$ cat src/hw/spi_pkg.sv
/*
 * Shared sizes, register map and payload types of the SPI controller.
 * Sizes are fixed here; the FIFO depth must stay a power of two.
 */
package spi_pkg;

    localparam int SPI_DATA_WIDTH = 8;
    localparam int FIFO_DEPTH     = 16;
    localparam int FIFO_PTR_WIDTH = 4;   // log2 of FIFO_DEPTH
    localparam int DIV_WIDTH      = 8;
    localparam int REG_ADDR_WIDTH = 3;
    localparam int BUS_DATA_WIDTH = 32;

    // Register map
    localparam logic [REG_ADDR_WIDTH-1:0] CONTROL_ADDR = 3'd0;
    localparam logic [REG_ADDR_WIDTH-1:0] CLK_DIV_ADDR = 3'd1;
    localparam logic [REG_ADDR_WIDTH-1:0] TX_DATA_ADDR = 3'd2;
    localparam logic [REG_ADDR_WIDTH-1:0] RX_DATA_ADDR = 3'd3;
    localparam logic [REG_ADDR_WIDTH-1:0] STATUS_ADDR  = 3'd4;
    localparam logic [REG_ADDR_WIDTH-1:0] PARAM_ADDR   = 3'd5;

    typedef struct packed {
        logic                      last;   // Release CS_N after this word
        logic [SPI_DATA_WIDTH-1:0] data;
    } tx_word_t;

    typedef struct packed {
        logic [SPI_DATA_WIDTH-1:0] data;
    } rx_word_t;

    typedef struct packed {
        logic                 cpol;
        logic                 cpha;
        logic [DIV_WIDTH-1:0] clk_div;  // Half period is clk_div + 1 clocks
    } spi_cfg_t;

    typedef struct packed {
        logic                      wr_stb;
        logic                      rd_stb;
        logic [REG_ADDR_WIDTH-1:0] addr;
        logic [BUS_DATA_WIDTH-1:0] wdata;
    } bus_req_t;

    typedef struct packed {
        logic                      rd_valid;
        logic [BUS_DATA_WIDTH-1:0] rdata;
    } bus_rsp_t;

    typedef struct packed {
        logic sclk;
        logic cs_n;
        logic mosi;
    } spi_pins_t;

endpackage

$ cat src/hw/spi_fifo.sv
/*
 * Single-clock FIFO, FIFO_DEPTH entries of payload_t, head shown combinationally.
 * A push while full or a pop while empty is ignored without notice.
 */
module spi_fifo #(
    parameter type payload_t = spi_pkg::tx_word_t
) (
    input  logic     clk_i,
    input  logic     rst_i,
    input  logic     push_i,
    input  payload_t data_i,
    input  logic     pop_i,
    output payload_t data_o,
    output logic     empty_o,
    output logic     full_o
);
    import spi_pkg::*;

    payload_t                  mem_q [FIFO_DEPTH];
    logic [FIFO_PTR_WIDTH-1:0] wr_ptr_q;
    logic [FIFO_PTR_WIDTH-1:0] rd_ptr_q;
    logic [FIFO_PTR_WIDTH:0]   count_q;
    logic                      do_push;
    logic                      do_pop;

    assign empty_o = (count_q == '0);
    assign full_o  = (count_q == (FIFO_PTR_WIDTH + 1)'(FIFO_DEPTH));
    assign do_push = push_i && !full_o;
    assign do_pop  = pop_i && !empty_o;

    always_ff @(posedge clk_i) begin
        if (rst_i) begin
            wr_ptr_q <= '0;
            rd_ptr_q <= '0;
            count_q  <= '0;
        end else begin
            if (do_push) wr_ptr_q <= wr_ptr_q + 1'b1;  // Wraps at depth
            if (do_pop) rd_ptr_q <= rd_ptr_q + 1'b1;
            count_q <= count_q + (FIFO_PTR_WIDTH + 1)'(do_push)
                               - (FIFO_PTR_WIDTH + 1)'(do_pop);
        end
    end

    always_ff @(posedge clk_i) begin
        if (do_push) begin
            mem_q[wr_ptr_q] <= data_i;
        end
    end

    assign data_o = mem_q[rd_ptr_q];

endmodule

$ cat src/hw/spi_reg_file.sv
/*
 * Register port with single-cycle strobes and no back-pressure.
 * Read data is valid exactly one cycle after rd_stb.
 * Pushes into a full transmit FIFO are lost; nothing reports it.
 */
module spi_reg_file (
    input  logic              clk_i,
    input  logic              rst_i,
    input  spi_pkg::bus_req_t bus_i,
    output spi_pkg::bus_rsp_t bus_o,
    output spi_pkg::spi_cfg_t cfg_o,
    output logic              soft_rst_o,
    output logic              tx_push_o,
    output spi_pkg::tx_word_t tx_word_o,
    output logic              rx_pop_o,
    input  spi_pkg::rx_word_t rx_word_i,
    input  logic              rx_empty_i,
    input  logic              rx_full_i,
    input  logic              tx_empty_i,
    input  logic              tx_full_i,
    input  logic              busy_i
);
    import spi_pkg::*;

    spi_cfg_t                  cfg_q;
    logic                      soft_rst_q;
    logic                      rd_valid_q;
    logic [BUS_DATA_WIDTH-1:0] rdata_q;
    logic [BUS_DATA_WIDTH-1:0] rdata_d;
    logic                      wr_ctrl;
    logic                      wr_div;

    assign wr_ctrl = bus_i.wr_stb && (bus_i.addr == CONTROL_ADDR);
    assign wr_div  = bus_i.wr_stb && (bus_i.addr == CLK_DIV_ADDR);

    // ========================================
    // Write side
    // ========================================
    always_ff @(posedge clk_i) begin
        if (rst_i) begin
            cfg_q      <= '{cpol: 1'b0, cpha: 1'b0, clk_div: DIV_WIDTH'(1)};
            soft_rst_q <= 1'b0;
        end else begin
            soft_rst_q <= wr_ctrl && bus_i.wdata[2];
            // Soft reset write leaves the mode bits alone
            if (wr_ctrl && !bus_i.wdata[2]) begin
                cfg_q.cpol <= bus_i.wdata[0];
                cfg_q.cpha <= bus_i.wdata[1];
            end
            if (wr_div) begin
                cfg_q.clk_div <= bus_i.wdata[DIV_WIDTH-1:0];
            end
        end
    end

    assign tx_push_o      = bus_i.wr_stb && (bus_i.addr == TX_DATA_ADDR);
    assign tx_word_o.last = bus_i.wdata[SPI_DATA_WIDTH];
    assign tx_word_o.data = bus_i.wdata[SPI_DATA_WIDTH-1:0];

    // ========================================
    // Read side
    // ========================================
    assign rx_pop_o = bus_i.rd_stb && (bus_i.addr == RX_DATA_ADDR) && !rx_empty_i;

    always_comb begin
        rdata_d = '0;
        case (bus_i.addr)
            CONTROL_ADDR: begin
                rdata_d[0] = cfg_q.cpol;
                rdata_d[1] = cfg_q.cpha;
            end
            CLK_DIV_ADDR: rdata_d[DIV_WIDTH-1:0] = cfg_q.clk_div;
            RX_DATA_ADDR: begin
                if (!rx_empty_i) begin
                    rdata_d[SPI_DATA_WIDTH-1:0] = rx_word_i.data;
                end
            end
            STATUS_ADDR: rdata_d[4:0] = {busy_i, tx_full_i, rx_full_i, tx_empty_i, rx_empty_i};
            PARAM_ADDR: begin
                rdata_d[7:0]  = 8'(SPI_DATA_WIDTH);
                rdata_d[15:8] = 8'(FIFO_DEPTH);
            end
            default: rdata_d = '0;  // TX_DATA is write only
        endcase
    end

    always_ff @(posedge clk_i) begin
        if (rst_i) begin
            rd_valid_q <= 1'b0;
        end else begin
            rd_valid_q <= bus_i.rd_stb;
        end
    end

    always_ff @(posedge clk_i) begin
        if (bus_i.rd_stb) begin
            rdata_q <= rdata_d;
        end
    end

    assign bus_o.rd_valid = rd_valid_q;
    assign bus_o.rdata    = rdata_q;
    assign cfg_o          = cfg_q;
    assign soft_rst_o     = soft_rst_q;

endmodule

$ cat src/hw/spi_master.sv
/*
 * SPI shift engine, MSB first, one chip select, all four CPOL/CPHA modes.
 * Mode and divider are taken when CS_N falls; later changes wait for the next frame.
 * A full receive FIFO drops incoming bytes.
 */
module spi_master (
    input  logic               clk_i,
    input  logic               rst_i,
    input  spi_pkg::spi_cfg_t  cfg_i,
    input  logic               tx_empty_i,
    input  spi_pkg::tx_word_t  tx_word_i,
    output logic               tx_pop_o,
    output logic               rx_push_o,
    output spi_pkg::rx_word_t  rx_word_o,
    output spi_pkg::spi_pins_t spi_o,
    input  logic               miso_i,
    output logic               busy_o
);
    import spi_pkg::*;

    typedef enum logic [1:0] {
        ST_IDLE,
        ST_LOAD,   // CS_N low, waiting for the next word
        ST_SHIFT,
        ST_END     // Half period hold before CS_N rises
    } state_t;

    state_t                                state_q;
    logic                                  cpol_q;
    logic                                  cpha_q;
    logic [DIV_WIDTH-1:0]                  div_q;
    logic [DIV_WIDTH-1:0]                  div_cnt_q;
    logic [$clog2(2*SPI_DATA_WIDTH)-1:0]   edge_cnt_q;
    logic [SPI_DATA_WIDTH-1:0]             tx_sh_q;
    logic [SPI_DATA_WIDTH-1:0]             rx_sh_q;
    logic                                  last_q;
    logic                                  sclk_tgl_q;
    logic                                  cs_n_q;
    logic                                  mosi_q;
    logic                                  rx_push_q;
    logic                                  half_tick;
    logic                                  last_edge;
    logic                                  sample_edge;
    logic                                  shift_edge;
    logic                                  load_pha;

    assign half_tick = (div_cnt_q == div_q);
    assign last_edge = (int'(edge_cnt_q) == 2 * SPI_DATA_WIDTH - 1);

    // Even count is a leading edge
    assign sample_edge = (state_q == ST_SHIFT) && half_tick && (edge_cnt_q[0] == cpha_q);
    assign shift_edge  = (state_q == ST_SHIFT) && half_tick && (edge_cnt_q[0] != cpha_q)
                         && !last_edge;

    assign tx_pop_o = ((state_q == ST_IDLE) || (state_q == ST_LOAD)) && !tx_empty_i;
    assign load_pha = (state_q == ST_IDLE) ? cfg_i.cpha : cpha_q;

    // ========================================
    // Control FSM
    // ========================================
    always_ff @(posedge clk_i) begin
        if (rst_i) begin
            state_q    <= ST_IDLE;
            cs_n_q     <= 1'b1;
            mosi_q     <= 1'b0;
            sclk_tgl_q <= 1'b0;
            div_cnt_q  <= '0;
            edge_cnt_q <= '0;
            rx_push_q  <= 1'b0;
        end else begin
            // Eighth sample lands on count 14 or 15
            rx_push_q <= sample_edge && (int'(edge_cnt_q) >= 2 * SPI_DATA_WIDTH - 2);
            case (state_q)
                ST_IDLE, ST_LOAD: begin
                    if (tx_pop_o) begin
                        cs_n_q     <= 1'b0;
                        div_cnt_q  <= '0;
                        edge_cnt_q <= '0;
                        state_q    <= ST_SHIFT;
                        if (!load_pha) mosi_q <= tx_word_i.data[SPI_DATA_WIDTH-1];
                    end
                end
                ST_SHIFT: begin
                    if (half_tick) begin
                        div_cnt_q  <= '0;
                        sclk_tgl_q <= ~sclk_tgl_q;
                        edge_cnt_q <= edge_cnt_q + 1'b1;
                        if (shift_edge) mosi_q <= tx_sh_q[SPI_DATA_WIDTH-1];
                        if (last_edge) state_q <= last_q ? ST_END : ST_LOAD;
                    end else begin
                        div_cnt_q <= div_cnt_q + 1'b1;
                    end
                end
                default: begin
                    if (half_tick) begin
                        div_cnt_q <= '0;
                        cs_n_q    <= 1'b1;
                        state_q   <= ST_IDLE;
                    end else begin
                        div_cnt_q <= div_cnt_q + 1'b1;
                    end
                end
            endcase
        end
    end

    // ========================================
    // Shift registers
    // ========================================
    always_ff @(posedge clk_i) begin
        if (tx_pop_o) begin
            last_q  <= tx_word_i.last;
            // cpha 0 already put the MSB on MOSI
            tx_sh_q <= load_pha ? tx_word_i.data
                                : {tx_word_i.data[SPI_DATA_WIDTH-2:0], 1'b0};
            if (state_q == ST_IDLE) begin
                cpol_q <= cfg_i.cpol;
                cpha_q <= cfg_i.cpha;
                div_q  <= cfg_i.clk_div;
            end
        end else if (shift_edge) begin
            tx_sh_q <= tx_sh_q << 1;
        end
        if (sample_edge) begin
            rx_sh_q <= {rx_sh_q[SPI_DATA_WIDTH-2:0], miso_i};
        end
    end

    // Idle SCLK follows the live cpol setting
    always_comb begin
        spi_o.sclk = ((state_q == ST_IDLE) ? cfg_i.cpol : cpol_q) ^ sclk_tgl_q;
        spi_o.cs_n = cs_n_q;
        spi_o.mosi = mosi_q;
    end

    assign rx_push_o      = rx_push_q;
    assign rx_word_o.data = rx_sh_q;
    assign busy_o         = (state_q != ST_IDLE);

endmodule

$ cat src/hw/spi_ctrl_top.sv
/*
 * SPI master controller top: register port, two FIFOs and the shift engine.
 * Soft reset clears FIFOs and engine but keeps the configuration.
 */
module spi_ctrl_top (
    input  logic               clk_i,
    input  logic               rst_i,
    input  spi_pkg::bus_req_t  bus_i,
    output spi_pkg::bus_rsp_t  bus_o,
    output spi_pkg::spi_pins_t spi_o,
    input  logic               miso_i
);
    import spi_pkg::*;

    spi_cfg_t cfg;
    tx_word_t tx_wr_word;
    tx_word_t tx_head;
    rx_word_t rx_wr_word;
    rx_word_t rx_head;
    logic     soft_rst;
    logic     core_rst;
    logic     tx_push;
    logic     tx_pop;
    logic     tx_empty;
    logic     tx_full;
    logic     rx_push;
    logic     rx_pop;
    logic     rx_empty;
    logic     rx_full;
    logic     busy;

    assign core_rst = rst_i | soft_rst;  // FIFOs and engine only

    spi_reg_file u_regs (
        .clk_i     (clk_i),
        .rst_i     (rst_i),
        .bus_i     (bus_i),
        .bus_o     (bus_o),
        .cfg_o     (cfg),
        .soft_rst_o(soft_rst),
        .tx_push_o (tx_push),
        .tx_word_o (tx_wr_word),
        .rx_pop_o  (rx_pop),
        .rx_word_i (rx_head),
        .rx_empty_i(rx_empty),
        .rx_full_i (rx_full),
        .tx_empty_i(tx_empty),
        .tx_full_i (tx_full),
        .busy_i    (busy)
    );

    spi_fifo #(
        .payload_t(tx_word_t)
    ) u_tx_fifo (
        .clk_i  (clk_i),
        .rst_i  (core_rst),
        .push_i (tx_push),
        .data_i (tx_wr_word),
        .pop_i  (tx_pop),
        .data_o (tx_head),
        .empty_o(tx_empty),
        .full_o (tx_full)
    );

    spi_fifo #(
        .payload_t(rx_word_t)
    ) u_rx_fifo (
        .clk_i  (clk_i),
        .rst_i  (core_rst),
        .push_i (rx_push),
        .data_i (rx_wr_word),
        .pop_i  (rx_pop),
        .data_o (rx_head),
        .empty_o(rx_empty),
        .full_o (rx_full)
    );

    spi_master u_master (
        .clk_i     (clk_i),
        .rst_i     (core_rst),
        .cfg_i     (cfg),
        .tx_empty_i(tx_empty),
        .tx_word_i (tx_head),
        .tx_pop_o  (tx_pop),
        .rx_push_o (rx_push),
        .rx_word_o (rx_wr_word),
        .spi_o     (spi_o),
        .miso_i    (miso_i),
        .busy_o    (busy)
    );

endmodule

$ cat config.mk
export PLATFORM = sky130hd
export DESIGN_NAME = spi_ctrl_top
export DESIGN_NICKNAME = d
export VERILOG_FILES = /design/src/hw/spi_pkg.sv /design/src/hw/spi_fifo.sv /design/src/hw/spi_reg_file.sv /design/src/hw/spi_master.sv /design/src/hw/spi_ctrl_top.sv
export SDC_FILE = /design/constraint.sdc
export NUM_CORES = 1
export LEC_CHECK = 0
export BUFFER_PORTS_ARGS = -buffer_cell sky130_fd_sc_hd__buf_2
export CAP_MARGIN = 30
export CORE_MARGIN = 4
export CORE_UTILIZATION = 55
export DETAILED_ROUTE_END_ITERATION = 6
export PLACE_DENSITY = 0.76
export RECOVER_POWER = 100
export SLEW_MARGIN = 20
export SYNTH_ARGS = -nofsm -noshare
export SYNTH_HDL_FRONTEND = slang
export SYNTH_HIERARCHICAL = 1
export SYNTH_SLANG_ARGS = --single-unit
$ cat constraint.sdc
create_clock -name clk_i -period 5 [get_ports clk_i]
set_input_delay 0.5 -clock clk_i [delete_from_list [all_inputs] [get_ports clk_i]]
set_output_delay 0.5 -clock clk_i [all_outputs]
set_load 0.1 [all_outputs]
==> results of run 1 <==
[critical path, stage by stage (launching register included)]
cell and delay (ns):
dfxtp_1 1.43, clkbuf_1 0.73, mux4_1 0.65, a22oi_1 0.24, nand2_1 0.15, mux2i_1 0.17
a21oi_1 0.09
[cells by family after synthesis]
logic type	synth area share, %
buffers and inverters	4.37
DFF	67.5
AOI/OAI and AO/OA	4.38
xor gates and xnor gates	1.85
and+or+nand+nor	7.68
muxes	12.0
other	0.0240
adders and majority gates	2.26
[synth_stat cells (20+ instances only)]
cell type	number	area, µm²
a22oi_1	36	270
mux4_2	38	856
inv_1	32	120
a21oi_1	30	150
edfxtp_1	308	9250
nand2_1	33	124
mux4_1	30	788
ha_1	25	313
nand3_1	20	100
nor2_1	59	221
buf_4	37	278
dfxtp_1	64	1280
[where the power goes]
| group | switching [mW] | internal, mW |
|---|---|---|
| combinational | 0.662 | 0.392 |
| clock | 1.14 | 1.63 |
| sequential | 0.119 | 3.50 |
[layer usage]
layer	share of wire, %	global-route usage, %
met1	42	26.9
met2	49	32.3
met3	6.2	3.70
met4	2.5	5.77
met5	0.043	0
[sequential cells by signal, indices dropped and copies added (netlist names), 2 cells and up, named ones only]
| name | count |
|---|---|
| u_master/div_cnt_q | 8 |
| u_tx_fifo/mem_q | 144 |
| u_master/edge_cnt_q | 4 |
| u_master/tx_sh_q | 8 |
| u_tx_fifo/count_q | 5 |
| u_rx_fifo/mem_q | 128 |
| u_rx_fifo/rd_ptr_q | 4 |
| u_rx_fifo/wr_ptr_q | 4 |
| u_tx_fifo/wr_ptr_q | 4 |
| u_rx_fifo/count_q | 5 |
| u_master/state_q | 2 |
| u_tx_fifo/rd_ptr_q | 4 |
| u_master/div_q | 8 |
| u_regs/rdata_q | 9 |
| u_regs/cfg_o | 10 |
| u_master/rx_word_o | 8 |
[area by class of cell]
| cell class | count | area, µm² |
|---|---|---|
| Sequential cell | 372 | 10500 |
| Fill cell | 2014 | 10800 |
| Multi-Input combinational cell | 493 | 4460 |
| Timing Repair Buffer | 49 | 245 |
| Clock inverter | 23 | 200 |
| Clock buffer | 48 | 1030 |
| Inverter | 32 | 120 |
| Tap cell | 378 | 473 |
[worst max path at each step]
stage	depth (start not counted)	endpoint	startpoint	slack, ns
after floorplan	18	u_tx_fifo/count_q[4]	u_tx_fifo/count_q[3]	1.30
after global placement	15	u_tx_fifo/count_q[4]	u_tx_fifo/count_q[2]	1.16
after detailed placement	15	u_tx_fifo/count_q[4]	u_tx_fifo/count_q[3]	1.36
after CTS	15	u_tx_fifo/count_q[4]	u_tx_fifo/count_q[3]	1.33
after global routing	6	u_master/tx_sh_q[5]	register	0.95
final	6	u_master/tx_sh_q[1]	register	1.24
==> metrics, run 1 <==
Core Area 27,900 µm²; Yosys warning count 6; Worst Hold Path EP u_master/rx_word_o[0]; minimum clock period after layout 3.76 ns; fmax 0.266 GHz; htree depth 2; unique cell type count in the Yosys netlist 63; RR Endpoint u_master/tx_sh_q[1]; final hold slack 0.153 ns; Starting Density 56.0%; Req. time, crit path 5.23 ns; Synth Instances 954; Util after Layout 61.2%; placed instance count 1,319; via count 8,189; Max VDD drop 0.344 mV; Pleak 5.65 nW; Tot GR Track Use 19.5%; Post-Layout Cell Count 1,395; Critical Path Fanout Max 27; Worst EP arrival 3.99 ns; Setup violations, final 0; antenna-violating nets left 0; global-route wire length before repair 46,800 µm; PD cells 436 nW/µm²; Clock Tree Root clkbuf_16; WL/cell 21.7 µm; R2R cell count 6; Die Y 176 µm; PostCTS Resize Cnt 0; pre-CTS setup slack 1.36 ns; DRC violations left 0; crit path kind reg2reg; die area 31,100 µm²; Reg clk slew, reported paths 0.06 ns; pin count of the biggest net entering global routing 51; number of synthesized register bits 372; commonest non-fill, non-tap cell in the layout edfxtp_1; DR vias/cell 5.87; initial antenna violation count 1; outcome finished with violations; IO Count 76; max_cap viols 2; fin. max-slew vios 57; Rel. slew slack -12.5%; Post-DP HPWL 19,100 µm; Avg Inst Size Synth 16.4 µm²; final wirelength 30,200 µm; row cnt 61; TritonCTS clock tree done; clk_lat worst skew 0.53 ns; critical path capture point type register; post-route cell area 17,100 µm²; RSZ-0062 raised after global routing no; clk sink count 372; crit start category register; area grow syn2layout 9.30%; Post-synth EDFFs 308; Final WS setup 1.24 ns; Die X 176 µm; Clock Path Buffers 3; Port Buffers 29; hold_buf cts 0; Synth async-reset ratio 0%; most used flip-flop cell after synthesis edfxtp_1; Hold Crit Start miso_i; CTS buffer count 39; n_diodes 0; Slew @ Worst Pin 1.69 ns; leading cell types in the layout, fill and taps excluded 308 x edfxtp_1, 64 x dfxtp_1, 59 x nor2_1; setup TNS 0 ns; Final period util 75.2%; r2r setup slk 1.24 ns; drt first pass iters 5; Final Hold Violating Endpoints 0; gr ovfl total 0; Worst Skew 0.0312 ns; Seq/Total Area, Yosys 67.5%; failing checks max-capacitance violations, max-slew violations; post-CTS setup buffers 0; overall power 7.43 mW; drt first-iter violations 725; vias in the first global route 8,133; share of layout cells above drive strength 1 10.6%; GP Congestion 0.824; Post-layout nets 1,054; placed inst area 15,900 µm²; worst min path class in2reg; cell area after synthesis 15,600 µm²; worst hold stages 1
(Power assumes the default switching activity.)
==> inputs of run 2 (changes only) <==
--- a/config.mk
+++ b/config.mk
@@ -10,7 +10,7 @@
 export CORE_MARGIN = 4
 export CORE_UTILIZATION = 55
 export DETAILED_ROUTE_END_ITERATION = 6
-export PLACE_DENSITY = 0.76
+export PLACE_DENSITY = 0.78
 export RECOVER_POWER = 100
 export SLEW_MARGIN = 20
 export SYNTH_ARGS = -nofsm -noshare
==> constraint.sdc (replaced) <==
create_clock -name clk_i -period 3.1 [get_ports clk_i]
set_input_delay 0.31 -clock clk_i [delete_from_list [all_inputs] [get_ports clk_i]]
set_output_delay 0.31 -clock clk_i [all_outputs]
set_load 0.1 [all_outputs]
==> metrics, run 2 (synthesized netlist as in run 1, its figures left out) <==
outcome complete, no violations; row cnt 61; DRC violations left 0; slowest stage delay, CP 0.49 ns; crit path kind reg2reg; gr ovfl total 0; drt first pass iters 5; Starting Density 56.0%; area grow syn2layout 11.3%; worst r2r src u_rx_fifo/count_q[2]; Worst Skew 0.0177 ns; WL/cell 22.5 µm; Clock Tree Root clkbuf_16; Die X 176 µm; Worst Hold Path EP u_regs/cfg_o[4]; clk sink count 372; Port Buffers 29; antenna-violating nets left 0; max FFs per register 144; crit start category register; Die Y 176 µm; placed inst area 16,200 µm²; commonest non-fill, non-tap cell in the layout edfxtp_1; r2r setup slk 0.04 ns; Flop pwr share 47.7%; leading cell types in the layout, fill and taps excluded 308 x edfxtp_1, 60 x dfxtp_1, 58 x nor2_1; Max VDD drop 0.470 mV; Net Switching 3.12 mW; Critical Path Fanout Max 4; DR vias/cell 6.01; critical path's slowest cell or4b_4; cell chain of the critical path inv_2 > ha_1 > or4b_4 > inv_2 > nor2b_1 > and3_4 > nand2_2 > inv_1 > ha_1 > inv_1 > ha_2 > fa_2 > a21oi_2 > nor2_1 > or3_1 > a21oi_1; post-route cell area 17,400 µm²; Slew @ Worst Pin 1.20 ns; Util after Layout 62.4%; fin. max-slew vios 0; pin count of the biggest net entering global routing 35; R2R cell count 16; Setup violations, final 0; Core Area 27,900 µm²; via count 8,523; Net Sw Frac 25.8%; fmax 0.327 GHz; worst hold stages 2; TritonCTS clock tree done; pre-CTS setup slack 0.0374 ns; Reg clk slew, reported paths 0.06 ns; setup TNS 0 ns; PD cells 697 nW/µm²; share of layout cells above drive strength 1 15.9%; Top reg by flops u_tx_fifo/mem_q; Req. time, crit path 3.54 ns; CTS buffer count 38; final wirelength 31,900 µm; Clock Path Buffers 3; minimum clock period after layout 3.06 ns; htree depth 2; Post-DP HPWL 20,200 µm; Clk pwr share 36.5%; Pleak 5.82 nW; Worst EP arrival 3.50 ns; clk_lat worst skew 0.52 ns; vias in the first global route 8,348; Final Hold Violating Endpoints 0; global-route wire length before repair 48,700 µm; P_int 8.99 mW; GP Congestion 0.845; worst min path class in2reg; die area 31,100 µm²; Final period util 98.7%; RR Endpoint u_rx_fifo/count_q[4]; initial antenna violation count 1; Post-layout nets 1,080; drt first-iter violations 919; IO Count 76; Rel. slew slack 20.5%; max_cap viols 0; critical path capture point type register; Hold Crit Start rst_i; n_diodes 0; Final WS setup 0.0401 ns; power share of the combinational group 15.8%; Tot GR Track Use 20.5%
[run 2: worst max path at each step]
stage                              start              endpoint  slack (ns)  cells past startpoint
floorplan           u_tx_fifo/count_q[3]  u_tx_fifo/count_q[4]       -0.06                     18
global placement    u_rx_fifo/count_q[3]  u_rx_fifo/count_q[4]        0.07                     16
detailed placement  u_rx_fifo/count_q[2]  u_rx_fifo/count_q[4]        0.04                     16
CTS                 u_rx_fifo/count_q[2]  u_rx_fifo/count_q[4]       0.003                     16
global route        u_rx_fifo/count_q[3]  u_rx_fifo/count_q[4]       -0.02                     16
finish              u_rx_fifo/count_q[2]  u_rx_fifo/count_q[4]        0.04                     16
[run 2: timing repair]
action	in CTS	in global routing
hold buffers	1	0
resized for setup	1	5
pin swaps	0	3
endpoints found under the setup margin	1	2
endpoints found under the hold margin	1	0
setup buffers	0	4
[run 2: layout make-up]
cell class                      count  area [µm²]
Multi-Input combinational cell    493        4550
Sequential cell                   372       10500
Inverter                           32         120
Tap cell                          378         473
Clock buffer                       49        1040
Fill cell                        1949       10500
Timing Repair Buffer               76         473
Clock inverter                     17         175
[run 2: power groups by stage]
stage | logic, mW | clock network, mW | registers (mW)
detailed placement | 1.88 | 0 | 5.88
global placement | 1.83 | 0 | 5.87
floorplan | 1.57 | 0 | 5.87
finish | 1.91 | 4.42 | 5.77
CTS | 1.90 | 4.50 | 5.77
global route | 2.05 | 4.73 | 5.79
[run 2: stage by stage]
stage	cells	power, mW	hold WS [ns]
detailed placement	1345	7.76	0.464
global placement	1345	7.71	0.459
global route	1417	12.6	0.106
finish	1417	12.1	0.130
floorplan	976	7.44	0.409
CTS	1412	12.2	0.108
[run 2: worst max-delay path: cells and delay by family (launching register included)]
kind	cells	cell delay [ns]
simple gates	6	1.21
fa+ha+maj	4	0.97
buf+inv	4	0.22
flops	1	0.33
compound gates	2	0.25
[run 2: metal layers]
layer / vias up / track usage, % / routed length (µm) / share of wire (%)
met1: 4332 / 29.2 / 13100 / 41
met2: 374 / 32.8 / 15400 / 48
met5: - / 0 / 7 / 0.022
li1: 3761 / - / - / -
met3: 54 / 3.70 / 2630 / 8.2
met4: 2 / 5.96 / 736 / 2.3
==> inputs of run 3 (changes only) <==
--- a/config.mk
+++ b/config.mk
@@ -7,10 +7,12 @@
 export LEC_CHECK = 0
 export BUFFER_PORTS_ARGS = -buffer_cell sky130_fd_sc_hd__buf_2
 export CAP_MARGIN = 30
+export CORE_ASPECT_RATIO = 1.5
 export CORE_MARGIN = 4
 export CORE_UTILIZATION = 55
+export CTS_CLUSTER_DIAMETER = 60
 export DETAILED_ROUTE_END_ITERATION = 6
-export PLACE_DENSITY = 0.78
+export PLACE_DENSITY = 0.76
 export RECOVER_POWER = 100
 export SLEW_MARGIN = 20
 export SYNTH_ARGS = -nofsm -noshare
==> constraint.sdc (replaced) <==
create_clock -name clk_i -period 3.4 [get_ports clk_i]
set_input_delay 0.34 -clock clk_i [delete_from_list [all_inputs] [get_ports clk_i]]
set_output_delay 0.34 -clock clk_i [all_outputs]
set_load 0.1 [all_outputs]
==> metrics, run 3 (synthesized netlist as in run 1, its figures left out) <==
Port Buffers 29; drt first-iter violations 637; Clock Path Buffers 3; max FFs per register 144; Post-Layout Cell Count 1,367; Reg clk slew, reported paths 0.06 ns; Tot GR Track Use 19.5%; Final Hold Violating Endpoints 0; minimum clock period after layout 3.22 ns; Die Y 214 µm; row cnt 75; post-route cell area 17,000 µm²; GP Congestion 0.811; P_int 7.87 mW; outcome complete, no violations; final wirelength 30,700 µm; crit path kind reg2reg; Worst EP arrival 3.66 ns; Die X 146 µm; Clock Tree Root clkbuf_16; IO Count 76; worst min path class in2reg; via count 8,195; Top reg by flops u_tx_fifo/mem_q; Pleak 5.63 nW; Critical Path Fanout Max 4; Core Area 28,000 µm²; Post-layout nets 1,062; pin count of the biggest net entering global routing 37; Register Area 10,500 µm²; antenna-violating nets left 0; R2R cell count 16; worst hold stages 3; RR Endpoint u_rx_fifo/count_q[4]; post-CTS setup buffers 0; leading cell types in the layout, fill and taps excluded 308 x edfxtp_1, 64 x dfxtp_1, 59 x nor2_1; global-route wire length before repair 47,200 µm; share of layout cells above drive strength 1 11.1%; Rel. slew slack 4.88%; Layout fillers 2,079; gr ovfl total 0; Req. time, crit path 3.84 ns; vias in the first global route 8,376; initial antenna violation count 2; Setup violations, final 0; DR vias/cell 5.99; area of the multi-input gates 4470 µm²; worst r2r src u_rx_fifo/count_q[3]; placed instance count 1,303; placed inst area 16,000 µm²; PD cells 626 nW/µm²; fin. max-slew vios 0; Net Switching 2.74 mW; critical path capture point type register; TritonCTS clock tree done; Starting Density 55.8%; r2r setup slk 0.18 ns; Hold Crit Start bus_i[36]; n_diodes 0; WL/cell 22.5 µm; area grow syn2layout 8.59%; Flop pwr share 49.6%; htree depth 2; commonest non-fill, non-tap cell in the layout edfxtp_1; Final period util 94.7%; Post-DP HPWL 20,700 µm; Clk pwr share 35.2%; Max VDD drop 0.391 mV; clk_lat worst skew 0.53 ns; max_cap viols 0; drt first pass iters 5; DRC violations left 0; power share of the combinational group 15.2%; die area 31,200 µm²; Slew @ Worst Pin 1.41 ns; fmax 0.311 GHz; clk sink count 372; Worst Skew 0.0244 ns; Worst Hold Path EP u_regs/soft_rst_o; Net Sw Frac 25.8%; crit start category register; CTS buffer count 35
-- run 3: changes by cell type in the layout (fill, tap and decap cells not counted), sizes merged --
| cell | delta |
|---|---|
| buf | -25 |
| clkinv | +1 |
| clkbuf | +9 |
| inv | -1 |
| clkinvlp | -1 |
| bufinv | -1 |
-- run 3: how the worst max path moves through the flow --
stage	to	depth (start not counted)	from	slack, ns
4_1_cts	u_rx_fifo/count_q[4]	16	u_rx_fifo/count_q[3]	0.07
6_report	u_rx_fifo/count_q[4]	16	u_rx_fifo/count_q[3]	0.18
2_1_floorplan	u_tx_fifo/count_q[4]	18	u_tx_fifo/count_q[3]	0.01
3_3_place_gp	u_rx_fifo/count_q[4]	16	u_rx_fifo/count_q[3]	0.16
3_5_place_dp	u_rx_fifo/count_q[4]	16	u_rx_fifo/count_q[3]	0.13
5_1_grt	u_rx_fifo/count_q[4]	16	u_rx_fifo/count_q[3]	-0.008
-- run 3: layout make-up --
cell class                      instances  share of cell area [%]
Inverter                               32                   0.709
Clock inverter                         15                   0.790
Tap cell                              346                    2.55
Multi-Input combinational cell        493                    26.4
Timing Repair Buffer                   61                    1.76
Sequential cell                       372                    62.1
Clock buffer                           48                    5.70
-- run 3: worst max-delay path: stages, from the launching register on --
cell	delay, ns
dfxtp_1	0.32
inv_1	0.08
ha_1	0.18
or4b_4	0.47
inv_1	0.10
nor2b_1	0.06
and3_1	0.22
nand2_2	0.09
inv_1	0.04
ha_1	0.26
inv_1	0.04
ha_1	0.20
fa_2	0.36
a21oi_1	0.15
nor2_1	0.07
or3_1	0.34
a21oi_1	0.15
-- run 3: power groups by stage --
stage / clock network [mW] / registers, mW / logic [mW]
floorplan: 0 / 5.35 / 1.37
CTS: 3.82 / 5.27 / 1.67
global placement: 0 / 5.36 / 1.63
finish: 3.73 / 5.27 / 1.61
global route: 4.00 / 5.29 / 1.75
detailed placement: 0 / 5.37 / 1.66
-- run 3: timing repair --
item / in CTS / in global routing
hold buffers: 1 / 0
setup endpoints to repair: 0 / 1
endpoints found under the hold margin: 1 / 0
resized for setup: 0 / 3
-- run 3: per-stage QoR --
stage	setup TNS, ns	setup WS (ns)	hold WS [ns]	power, mW	utilization (%)
global placement	0	0.162	0.451	7.00	57.2
floorplan	0	0.0131	0.422	6.71	-
finish	0	0.181	0.117	10.6	60.6
CTS	0	0.0744	0.0985	10.8	61.1
global route	-0.00838	-0.00838	0.125	11.0	60.6
detailed placement	0	0.131	0.441	7.04	57.2
-- run 3: metal layers --
metal	share of wire (%)	up-vias	GRT usage [%]
li1	-	3709	-
met1	37	4177	22.0
met2	54	227	36.2
met3	4.6	78	3.23
met4	4.5	4	8.68
met5	0.094	-	0
